$ cat config.mk
export PLATFORM = sky130hd
export DESIGN_NAME = result_collector
export DESIGN_NICKNAME = d
export VERILOG_FILES = /design/src/pid_pkg.sv /design/src/result_collector.sv
export SDC_FILE = /design/constraint.sdc
export NUM_CORES = 1
export LEC_CHECK = 0
export BUFFER_PORTS_ARGS = -buffer_cell sky130_fd_sc_hd__buf_2
export CAP_MARGIN = 10
export CORE_AREA = 2 2 116 118
export DETAILED_ROUTE_END_ITERATION = 8
export DIE_AREA = 0 0 118 120
export GPL_ROUTABILITY_DRIVEN = 0
export GPL_TIMING_DRIVEN = 1
export PLACE_DENSITY_LB_ADDON = 0.25
export SLEW_MARGIN = 0
export SYNTH_ARGS = -nofsm -noshare
export SYNTH_HDL_FRONTEND = slang
export SYNTH_SLANG_ARGS = --single-unit
export TNS_END_PERCENT = 100
$ cat constraint.sdc
create_clock -name clk_in -period 5.73 [get_ports clk_in]
set_input_delay 1.4325 -clock clk_in [delete_from_list [all_inputs] [get_ports clk_in]]
set_output_delay 1.4325 -clock clk_in [all_outputs]
set_load 0.01 [all_outputs]
$ cat src/pid_pkg.sv
`default_nettype none

// ---------------------------------------------------------------------------
// Shared widths, configuration map and configuration word layout
// ---------------------------------------------------------------------------
package pid_pkg;

   // Source number carried with every ADC sample
   localparam int W_SRC = 5;
   // Signed ADC sample width
   localparam int W_DATA = 18;
   // Configuration data word width
   localparam int W_CFG = 32;
   // Signed channel result width
   localparam int W_RESULT = 32;
   // Width of a configuration address
   localparam int W_CFG_ADDR = 4;

   // Gain is signed and fills the coefficient word above the setpoint
   localparam int W_GAIN = W_CFG - W_DATA;
   // Error carries one extra bit so that sample minus setpoint never wraps
   localparam int W_ERR = W_DATA + 1;

   // Address whose data word is read through the route view
   localparam logic [W_CFG_ADDR-1:0] CFG_ADDR_ROUTE = 4'h1;
   // Address whose data word is read through the coefficient view
   localparam logic [W_CFG_ADDR-1:0] CFG_ADDR_COEF = 4'h2;

   // Route view of a configuration word
   // A set null_src means the channel listens to no source at all
   typedef struct packed {
      logic [W_CFG-W_SRC-3:0] rsvd;
      logic en;
      logic null_src;
      logic [W_SRC-1:0] src;
   } cfg_route_t;

   // Coefficient view, gain in the upper bits and setpoint in the lower
   typedef struct packed {
      logic signed [W_GAIN-1:0] gain;
      logic signed [W_DATA-1:0] setpoint;
   } cfg_coef_t;

   // One written word, decoded by address as either a route or coefficients
   typedef union packed {
      cfg_route_t route;
      cfg_coef_t coef;
   } cfg_word_u;

endpackage

`default_nettype wire

$ cat src/result_collector.sv
`default_nettype none

// Folds the per-channel result strobes onto one registered output stream
// The dispatcher issues at most one instruction per cycle and every channel
// has the same latency, so two strobes never meet. The lowest index would
// win if they did
module result_collector
   import pid_pkg::*;
#(
   parameter int N_CHAN = 8,
   parameter int W_CHAN = 3
) (
   input  logic clk_in,
   input  logic rst,
   input  logic [N_CHAN-1:0] res_dv,
   input  logic [N_CHAN-1:0][W_RESULT-1:0] res_value,
   output logic dv_out,
   output logic [W_CHAN-1:0] chan_out,
   output logic signed [W_RESULT-1:0] result_out
);

   logic any_dv;
   logic [W_CHAN-1:0] sel;
   logic [W_RESULT-1:0] sel_value;

   assign any_dv = |res_dv;

   // Encode the active strobe and pick its value
   always_comb begin
      sel = '0;
      sel_value = res_value[0];
      for (int i = N_CHAN - 1; i >= 0; i--) begin
         if (res_dv[i]) begin
            sel = W_CHAN'(i);
            sel_value = res_value[i];
         end
      end
   end

   // ---------------------------------------------------------------------------
   // Output register
   // ---------------------------------------------------------------------------
   always_ff @(posedge clk_in) begin
      if (rst) begin
         dv_out <= 1'b0;
      end else begin
         dv_out <= any_dv;
      end
   end

   // Channel and value hold their last result between strobes
   always_ff @(posedge clk_in) begin
      if (any_dv) begin
         chan_out <= sel;
         result_out <= sel_value;
      end
   end

endmodule

`default_nettype wire

# After elaboration in Yosys (flattened, before gate mapping)
# Cells that the tools add are included.
[op_classes]
mux = 15
bitwise = 0
n_addsub = 0
shift = 0
n_eq_ne = 0
div = 0
order_cmp = 0
mul = 0
n_reduce_logical = 3
[ops]
columns = ["op", "count"]
rows = [
  ["$mux 32", 8],
  ["$mux 3", 4],
  ["$reduce_or 8->1", 1],
  ["$mux 2", 2],
  ["$reduce_or 4->1", 1],
  ["$reduce_or 2->1", 1],
  ["$mux 1", 1],
]
[word_totals]
memories = 0
ram_bits = 0
ff_bits = 36
latchBits = 0
rom_bits = 0

# Depth between registers and ports, before layout
# Gate-level depths: netlist of the first run.
[depth]
word_depth = 8
ltp_mapped = 7

# Worst setup path after synthesis of the first run
# Ideal clock, no wire load.
[synth_timing]
path_kind = "in2reg"
startpoint = "in res_dv[4]"
endpoint = "reg chan_out[0], enable pin"
setup_ps = 588
slack_ps = 1947
stages = 5
arrival_time_ps = 3195
required_ps = 5142
cell_sequence = "buf_2 buf_2 buf_2 nor4_1 nand3_1"
[synth_via]
elab_chain_cells = 1
[synth_rtl]
columns = ["item", "line", "text"]
rows = [
  ["start: declaration", "result_collector.sv:15", "input logic [N_CHAN-1:0] res_dv,"],
  ["$reduce_or 8->1", "result_collector.sv:26", "assign any_dv = |res_dv;"],
  ["named net any_dv", "result_collector.sv:22", "logic any_dv;"],
  ["end signal: assignment", "result_collector.sv:54", "chan_out <= sel;"],
  ["end: declaration", "result_collector.sv:18", "output logic [W_CHAN-1:0] chan_out,"],
]
# The timed path passes the listed nets, and every way through them passes these cells.
# A chain may end at the register's enable or synchronous reset.

# Worst setup path in the final report of the first run
[layout_timing]
startpoint = "in res_dv[5]"
endpoint = "reg result_out[28] (data pin)"
[layout_via]
elab_chain_cells = 6
[layout_rtl]
columns = ["item", "line", "text"]
rows = [
  ["$mux 32 (6 in series)", "result_collector.sv:33", "if (res_dv[i]) begin"],
  ["named net sel_value[28]", "result_collector.sv:24", "logic [W_RESULT-1:0] sel_value;"],
  ["end signal: assignment", "result_collector.sv:55", "result_out <= sel_value;"],
  ["end: declaration", "result_collector.sv:19", "output logic signed [W_RESULT-1:0] result_out"],
]
# The timed path passes the listed nets, and every way through them passes these cells.

==> results of run 1 <==
[power by group through the flow]
stage          combinational, mW  sequential [mW]  clock (mW)
6_report                   0.317            0.324       0.263
5_1_grt                    0.342            0.326       0.289
4_1_cts                    0.316            0.325       0.275
3_5_place_dp               0.314            0.330           0
3_3_place_gp               0.311            0.330           0
2_1_floorplan              0.144            0.342           0
[cell usage in the layout (no fill, tap or decap), drive strengths merged]
| cell type | count |
|---|---|
| buf | 309 |
| o21ai | 64 |
| a221oi | 50 |
| a21oi | 36 |
| inv | 35 |
| edfxtp | 35 |
| a21o | 31 |
| mux2 | 31 |
| a22o | 20 |
| a221o | 12 |
| a22oi | 12 |
| nor2 | 6 |
| clkbuf | 5 |
| nand2 | 4 |
| nor2b | 3 |
| clkinv | 3 |
| o211ai | 1 |
| mux2i | 1 |
| nor3 | 1 |
| nand2b | 1 |
| o2111ai | 1 |
| nor4 | 1 |
| nand3 | 1 |
| a31oi | 1 |
| o21bai | 1 |
| a21boi | 1 |
| dfxtp | 1 |
[final cells by class]
class / instances / area (um^2) / share of cell area [%]
timing repair buffer: 309 / 1570 / 30.0
clock inverter: 3 / 18.8 / 0.359
inverter: 35 / 131 / 2.51
sequential: 36 / 1070 / 20.5
clock buffer: 5 / 125 / 2.39
multi-input combinational: 279 / 2100 / 40.1
tap: 176 / 220 / 4.21
[layer usage]
metal  vias up  part of all wire (%)  global-route usage, %
met2       268                    51                   39.2
met1      2103                    39                   24.4
li1       2118                     -                      -
met5         -                     0                      0
met4         0                   1.3                   6.40
met3        16                   8.2                   4.85
[state kept, by name, summed over array words and instances (netlist names)]
register and count:
chan_out 3, dv_out 1, result_out 32
[worst min path at each step]
stage	startpoint	endpoint
after CTS	rst	dv_out
after detailed placement	rst	dv_out
after global placement	rst	dv_out
final	rst	dv_out
after floorplan	rst	dv_out
after global routing	rst	dv_out
[kinds of logic (layout without fill, tap and decap cells)]
group	after synthesis	in the layout
buffers and inverters	79	352
muxes	32	32
DFF	36	36
AOI/OAI and AO/OA	230	230
and+or+nand+nor	17	17
[per-stage QoR]
step / cells / worst slack (ns)
after floorplan: 394 / 1.95
after global placement: 835 / 2.12
after detailed placement: 835 / 2.03
after CTS: 843 / 2.31
after global routing: 843 / 2.20
final: 843 / 2.27
==> flow_metrics.tcl, run 1 <==
set metrics [dict create \
    slew_viol_final 0 \
    core_um2 13000 \
    grt_pass1_vias 4657 \
    arrival_ns 3.48 \
    htree_levels 2 \
    relSlewSlack_pct 22.0 \
    power_density_nw_per_um2 173 \
    endpoint "result_out[28]" \
    ios 302 \
    start_util_pct 26.9 \
    detail-route-antenna-nets 0 \
    switchingPower_uw 272 \
    synth_fa_ha_area_share_pct 0 \
    syn-num-nets 660 \
    drive_gt1_share_pct 53.5 \
    fillers 1323 \
    antenna_found_initial 0 \
    power_frac_seq_pct 35.8 \
    postCtsSetupBuffers 0 \
    synth-simple-area-share_pct 2.26 \
    final_util_pct 40.3 \
    syn2layout_area_growth_pct 49.9 \
    worstMarginPinSlew_ns 1.17 \
    cts_sinks 36 \
    yosysWarnings 0 \
    p_total_uw 904 \
    intPower_uw 632 \
    synth_compound_area_share_pct 46.6 \
    hold_path.class "in -> reg" \
    synth_top_flop_cell "edfxtp_1" \
    p_sw_share_pct 30.1 \
    rows 42 \
    slowest_delay_ns 0.69 \
    p_leak_nw 2.62 \
    cts_tree "yes" \
    diodes 0 \
    max_clock_freq_mhz 289 \
    worstSetupPathType "in -> reg" \
    placed_cell_area_um2 5090 \
    syn_area_um2 3490 \
    cts_buffer_depth 2 \
    synth_area_leaders "edfxtp_1 30%, a221oi_1 11%, mux2_2 8.1%, a21o_1 6.7%, a21oi_1 5.2%" \
    fin_area_um2 5230 \
    cap_violations 0 \
    drcViolationCount 0 \
    synth_xor_xnor_area_share_pct 0 \
    root_buffer "clkbuf_16" \
    dp_hpwl_um 11600 \
    hold_depth 2 \
    ys_ff_latch 36 \
    grt_usage_pct 21.2 \
    wirelength_um 15800 \
    synth_edf_count 35 \
    cp-end-kind "flip-flop" \
    cts_made_buffers 5 \
    dieArea_um2 14200 \
    outcome "finished, final reports clean" \
    die_h_um 120 \
    critPathLaunch "res_dv[5]" \
    port_buffers 301 \
    grt_first_pass_wirelength_um 23800 \
    irDropWorstVdd_v 0.0000943 \
    num-nets-final 932 \
    crit_fanout 39 \
    yosysTopAreaCellShare_pct 30.1 \
    rsz0062_at_grt "no" \
    postSynthAreaPerCell_um2 8.86 \
    cp.depth 6 \
    synth_common_cells "45 x a221oi_1, 36 x a21oi_1, 35 x edfxtp_1, 35 x inv_1, 34 x o21ai_0" \
    viasPerCell 5.34 \
    cts_resized 0 \
    setup_viol 0 \
    cp-start-kind "input port" \
    yosysTopAreaCell "edfxtp_1" \
    period_minus_slack_ns 3.46 \
    cp_data_required_time_ns 5.76 \
    synth_most_common_cell "a221oi_1" \
    grt_max_degree 57 \
    cts_hold_buf 0 \
    synth_cell_types 32 \
    critPathTopFamily "buffers and inverters" \
    seq_area_frac_synth_pct 30.7 \
    whs_ns 1.32 \
    p_comb_share_pct 35.1 \
    cp_cell_sequence "buf_2, nor2_2, buf_4, a221oi_1, o21ai_1, a22o_1" \
    fin_crit_sh_pct 60.3 \
    fp.dieW_um 118 \
    worst_path_max_delay_cell "buf_2" \
    synthesis.instances 394 \
    drtIter0Drc 314 \
    clkTransAtPathRegs_ns 0.06 \
    clockPowerShare_pct 29.1 \
    dr.pass1.iters 4 \
    vias 4505 \
    critPathBufInv 2 \
    async_reset_ff_share_pct 0 \
    post_drt_wl_per_cell_um 18.7 \
    finalHoldViolCount 0 \
    overflow 0 \
    fin_tns_setup_ns 0 \
    yosys-mux-area-fraction_pct 10.8 \
    synth_top_family_by_area "compound AO/OA/AOI/OAI gates" \
]
Power figures use the tool's default switching activity.
==> inputs of run 2 (changes only) <==
clock period = 2.8 ns   (was 5.73 ns; I/O delays follow)
==> run 2 against run 1 <==
Combinational power increased by 110%. First-iteration DRC count fell by 27%. Utilization up 0.83 points. Count of clock-buffer cells in the layout increased by 1. Global-route usage grew 0.95 points. Critical endpoint is now result_out[15].
==> flow_metrics.tcl, run 2 (synthesis results as in run 1) <==
set metrics [dict create \
    drive_gt1_share_pct 54.3 \
    intPower_mw 1.33 \
    port_buffers 301 \
    placed_cells 847 \
    num-nets-final 944 \
    grt_max_degree 36 \
    grt_first_pass_wirelength_um 24800 \
    cts_sinks 36 \
    grt_pass1_vias 4877 \
    cts_resized 0 \
    setup_viol 0 \
    relSlewSlack_pct 22.9 \
    worstMarginPinSlew_ns 1.15 \
    crit_fanout 21 \
    start_util_pct 26.9 \
    cts_tree "yes" \
    ios 302 \
    die_h_um 120 \
    worstSetupPathType "in -> reg" \
    switchingPower_uw 577 \
    rsz0062_at_grt "no" \
    fin_tns_setup_ns 0 \
    cts_buffer_depth 2 \
    layout_common_cells "301 x buf_2, 45 x a221oi_1, 36 x a21oi_1" \
    clkTransAtPathRegs_ns 0.06 \
    hold_path.class "in -> reg" \
    grt_usage_pct 22.2 \
    rows 42 \
    p_comb_share_pct 34.7 \
    syn2layout_area_growth_pct 53.0 \
    p_sw_share_pct 30.3 \
    final_cells 855 \
    overflow 0 \
    drtIter0Drc 230 \
    wirelength_um 16500 \
    finalHoldViolCount 0 \
    largest_register "result_out" \
    dp_hpwl_um 12600 \
    cts_made_buffers 5 \
    fillers 1358 \
    period_minus_slack_ns 2.27 \
    cp-end-kind "flip-flop" \
    outcome "finished, final reports clean" \
    largest_reg_flops 32 \
    detail-route-antenna-nets 0 \
    timing.final.ws_setup_ns 0.533 \
    dp_slack_ns 0.231 \
    multi_input_area_um2 2100 \
    core_um2 13000 \
    cp_data_required_time_ns 2.95 \
    antenna_found_initial 0 \
    cp-start-kind "input port" \
    vias 4667 \
    power_density_nw_per_um2 357 \
    fp.dieW_um 118 \
    max_clock_freq_mhz 441 \
    cts_hold_buf 0 \
    reg_top3 "result_out x32, chan_out x3, dv_out x1" \
    diodes 0 \
    root_buffer "clkbuf_16" \
    whs_ns 0.576 \
    drcViolationCount 0 \
    post_drt_wl_per_cell_um 19.3 \
    cap_violations 0 \
    dieArea_um2 14200 \
    slew_viol_final 0 \
    viasPerCell 5.46 \
    clockPowerShare_pct 30.2 \
    p_leak_nw 2.68 \
    seqCellArea_um2 1070 \
    postCtsSetupBuffers 0 \
    layout_commonest_cell "buf_2" \
    power_frac_seq_pct 35.0 \
    dr.pass1.iters 5 \
    arrival_ns 2.42 \
    htree_levels 2 \
    irDropWorstVdd_v 0.000186 \
    fin_crit_sh_pct 81.0 \
]
## run 2: cell types whose count changed in the layout (fill, tap and decap cells not counted)
cell,delta
buf_12,+1
clkbuf_8,+1
clkinv_4,-1
buf_4,+11
## run 2: path summary, 6_finish.rpt
kind | startpoint | cells after the start | slack, ns | end
setup / recovery | res_dv[6] | 6 | 0.53 | result_out[15]
hold / removal | rst | 2 | 0.58 | dv_out
## run 2: area by class of cell
cell class	instances	area share (%)
clock inverter	2	0.188
sequential	36	20.1
multi-input combinational	279	39.3
inverter	35	2.46
clock buffer	6	2.60
tap	176	4.13
timing repair buffer	321	31.3
## run 2: worst max-delay path, cell delays in order
cell	delay, ns
buf_2	0.16
nor2b_2	0.89
buf_4	0.29
a221oi_1	0.10
o21ai_1	0.14
a22o_1	0.13
## run 2: per-layer routing
metal | global-route usage (%) | up-vias | part of all wire, %
li1 | - | 2149 | -
met1 | 25.9 | 2201 | 41
met2 | 40.2 | 286 | 50
met4 | 8.13 | 0 | 2.1
met3 | 4.33 | 31 | 7.2
met5 | 0 | - | 0
## run 2: stage by stage
step / area, um^2 / util, % / power, mW
detailed placement: 5190 / 40.0 / 1.34
floorplan: 3490 / - / 0.995
global placement: 5190 / 40.0 / 1.33
finish: 5340 / 41.1 / 1.91
CTS: 5340 / 41.1 / 1.92
global route: 5340 / 41.1 / 2.00
## run 2: power groups by stage
stage	sequential (mW)	combinational (mW)	clock, mW
after detailed placement	0.679	0.657	0
after floorplan	0.700	0.295	0
after global routing	0.671	0.718	0.612
after CTS	0.668	0.660	0.596
after global placement	0.677	0.650	0
final	0.667	0.662	0.576
==> inputs of run 3 (changes only) <==
ABC_AREA = 1   (was default)
clock period = 1.9 ns   (was 2.8 ns; I/O delays follow)
==> run 3 against run 2 <==
Sequential share of layout area down 1.8 points. Sequential power up 46%. Via count up 21%. Die area unchanged. First-iteration DRC count up 48%. Global-route usage up 3.8 points. Critical path type unchanged.
==> flow_metrics.tcl, run 3 <==
set metrics [dict create \
    ys_ff_latch 36 \
    yosysTopAreaCellShare_pct 30.9 \
    fp.dieW_um 118 \
    root_buffer "clkbuf_16" \
    cts_made_buffers 5 \
    core_um2 13000 \
    hold_path.class "in -> reg" \
    drtIter0Drc 341 \
    detail-route-antenna-nets 0 \
    fin_tns_setup_ns 0 \
    cts_tree "yes" \
    final_cells 1157 \
    cts_resized 0 \
    overflow 0 \
    drcViolationCount 0 \
    irDropWorstVdd_v 0.000260 \
    syn_area_um2 3930 \
    die_h_um 120 \
    postSynthAreaPerCell_um2 5.62 \
    antenna_found_initial 1 \
    rsz0062_at_grt "no" \
    clkTransAtPathRegs_ns 0.06 \
    cts_hold_buf 0 \
    placed_cell_area_um2 5640 \
    vias 5643 \
    largest_register "result_out" \
    worstSetupPathType "in -> reg" \
    syn2layout_area_growth_pct 49.2 \
    async_reset_ff_share_pct 0 \
    synth_area_leaders "nand2_1 31%, edfxtp_1 27%, nor2_1 12%, nand3_1 8.4%, a21oi_1 5.7%" \
    fin_area_um2 5860 \
    reg_top3 "result_out x32, chan_out x3, dv_out x1" \
    placed_cells 1148 \
    cts_buffer_depth 2 \
    yosysTopAreaCell "nand2_1" \
    wirelength_um 18600 \
    synth_most_common_cell "nand2_1" \
    crit_fanout 21 \
    cp-start-kind "input port" \
    synthesis.instances 699 \
    whs_ns 0.415 \
    setup_viol 0 \
    finalHoldViolCount 0 \
    synth_top_flop_cell "edfxtp_1" \
    port_buffers 301 \
    num-nets-final 1245 \
    dp_hpwl_um 14200 \
    grt_first_pass_wirelength_um 28700 \
    layout_commonest_cell "nand2_1" \
    grt_pass1_vias 5478 \
    viasPerCell 4.88 \
    p_leak_nw 3.20 \
    max_clock_freq_mhz 637 \
    htree_levels 2 \
    synth_cell_types 20 \
    period_minus_slack_ns 1.57 \
    cap_violations 0 \
    dieArea_um2 14200 \
    fillers 1420 \
    power_density_nw_per_um2 563 \
    cp-end-kind "flip-flop" \
    grt_max_degree 34 \
    yosysWarnings 0 \
    arrival_ns 1.62 \
    grt_usage_pct 25.9 \
    dr.pass1.iters 5 \
    start_util_pct 30.3 \
    relSlewSlack_pct 42.9 \
    seq_area_frac_synth_pct 27.3 \
    cts_sinks 36 \
    drive_gt1_share_pct 34.8 \
    largest_reg_flops 32 \
    worstMarginPinSlew_ns 0.853 \
    slew_viol_final 0 \
    rows 42 \
    post_drt_wl_per_cell_um 16.1 \
    cp_data_required_time_ns 1.95 \
    outcome "finished, final reports clean" \
    layout_common_cells "323 x nand2_1, 301 x buf_2, 130 x nor2_1" \
    synth_edf_count 35 \
    postCtsSetupBuffers 0 \
    ios 302 \
    synth_common_cells "323 x nand2_1, 130 x nor2_1, 66 x nand3_1, 45 x a21oi_1, 35 x edfxtp_1" \
    fin_crit_sh_pct 82.6 \
    syn-num-nets 965 \
]
-- run 3: cell count changes in the layout (fill, tap and decap cells not counted), sizes merged, moves of 5 or more --
cell / before / now
o21ai: 64 / 1
a22o: 20 / 0
nor2: 6 / 132
a31oi: 1 / 23
nand2: 4 / 323
a21o: 31 / 0
mux2: 31 / 0
a221oi: 50 / 0
inv: 35 / 8
nand3: 1 / 66
buf: 321 / 326
a221o: 12 / 0
a21oi: 36 / 45
-- run 3: worst paths after layout --
check       from          end  slack (ns)  cells after the start
max    res_dv[2]  chan_out[2]        0.33                      6
min          rst       dv_out        0.41                      2
-- run 3: area by class of cell --
class,instances,area [um^2],share of cell area [%]
multi-input combinational,602,2540,43.3
timing repair buffer,326,1780,30.4
sequential,36,1070,18.3
tap,176,220,3.76
clock buffer,5,125,2.13
clock inverter,3,90.1,1.54
inverter,8,32.5,0.555
antenna,1,2.50,0.0427
-- run 3: routing by layer --
layer	vias to the layer above	track usage, %	part of all wire, %
met3	28	4.75	7.9
met5	-	0	0
met1	2499	31.6	41
li1	2819	-	-
met2	297	46.3	49
met4	0	8.36	2.2
-- run 3: where the power goes --
part	internal (mW)	switching (mW)	leakage [nW]
Sequential	0.953	0.0189	0.390
Clock	0.886	0.362	0.104
Combinational	0.474	0.606	2.71
-- run 3: per-stage QoR --
step                setup WS [ns]  power (mW)  util, %
floorplan                  0.0245        1.54        -
global placement          0.00577        2.06     43.5
detailed placement       -0.00752        2.07     43.5
CTS                         0.291        3.34     45.1
global route                0.226        3.49     45.2
finish                      0.330        3.30     45.2
-- run 3: cell families after synthesis --
group | after synthesis | share of synthesized area [%]
AOI/OAI and AO/OA | 79 | 11.4
and+or+nand+nor | 523 | 52.8
buffers and inverters | 61 | 8.47
DFF | 36 | 27.3
-- run 3: worst max-delay path, stage by stage --
cell	delay [ns]
buf_2	0.12
buf_4	0.23
nor2_4	0.17
inv_1	0.07
buf_4	0.19
nor3_1	0.37
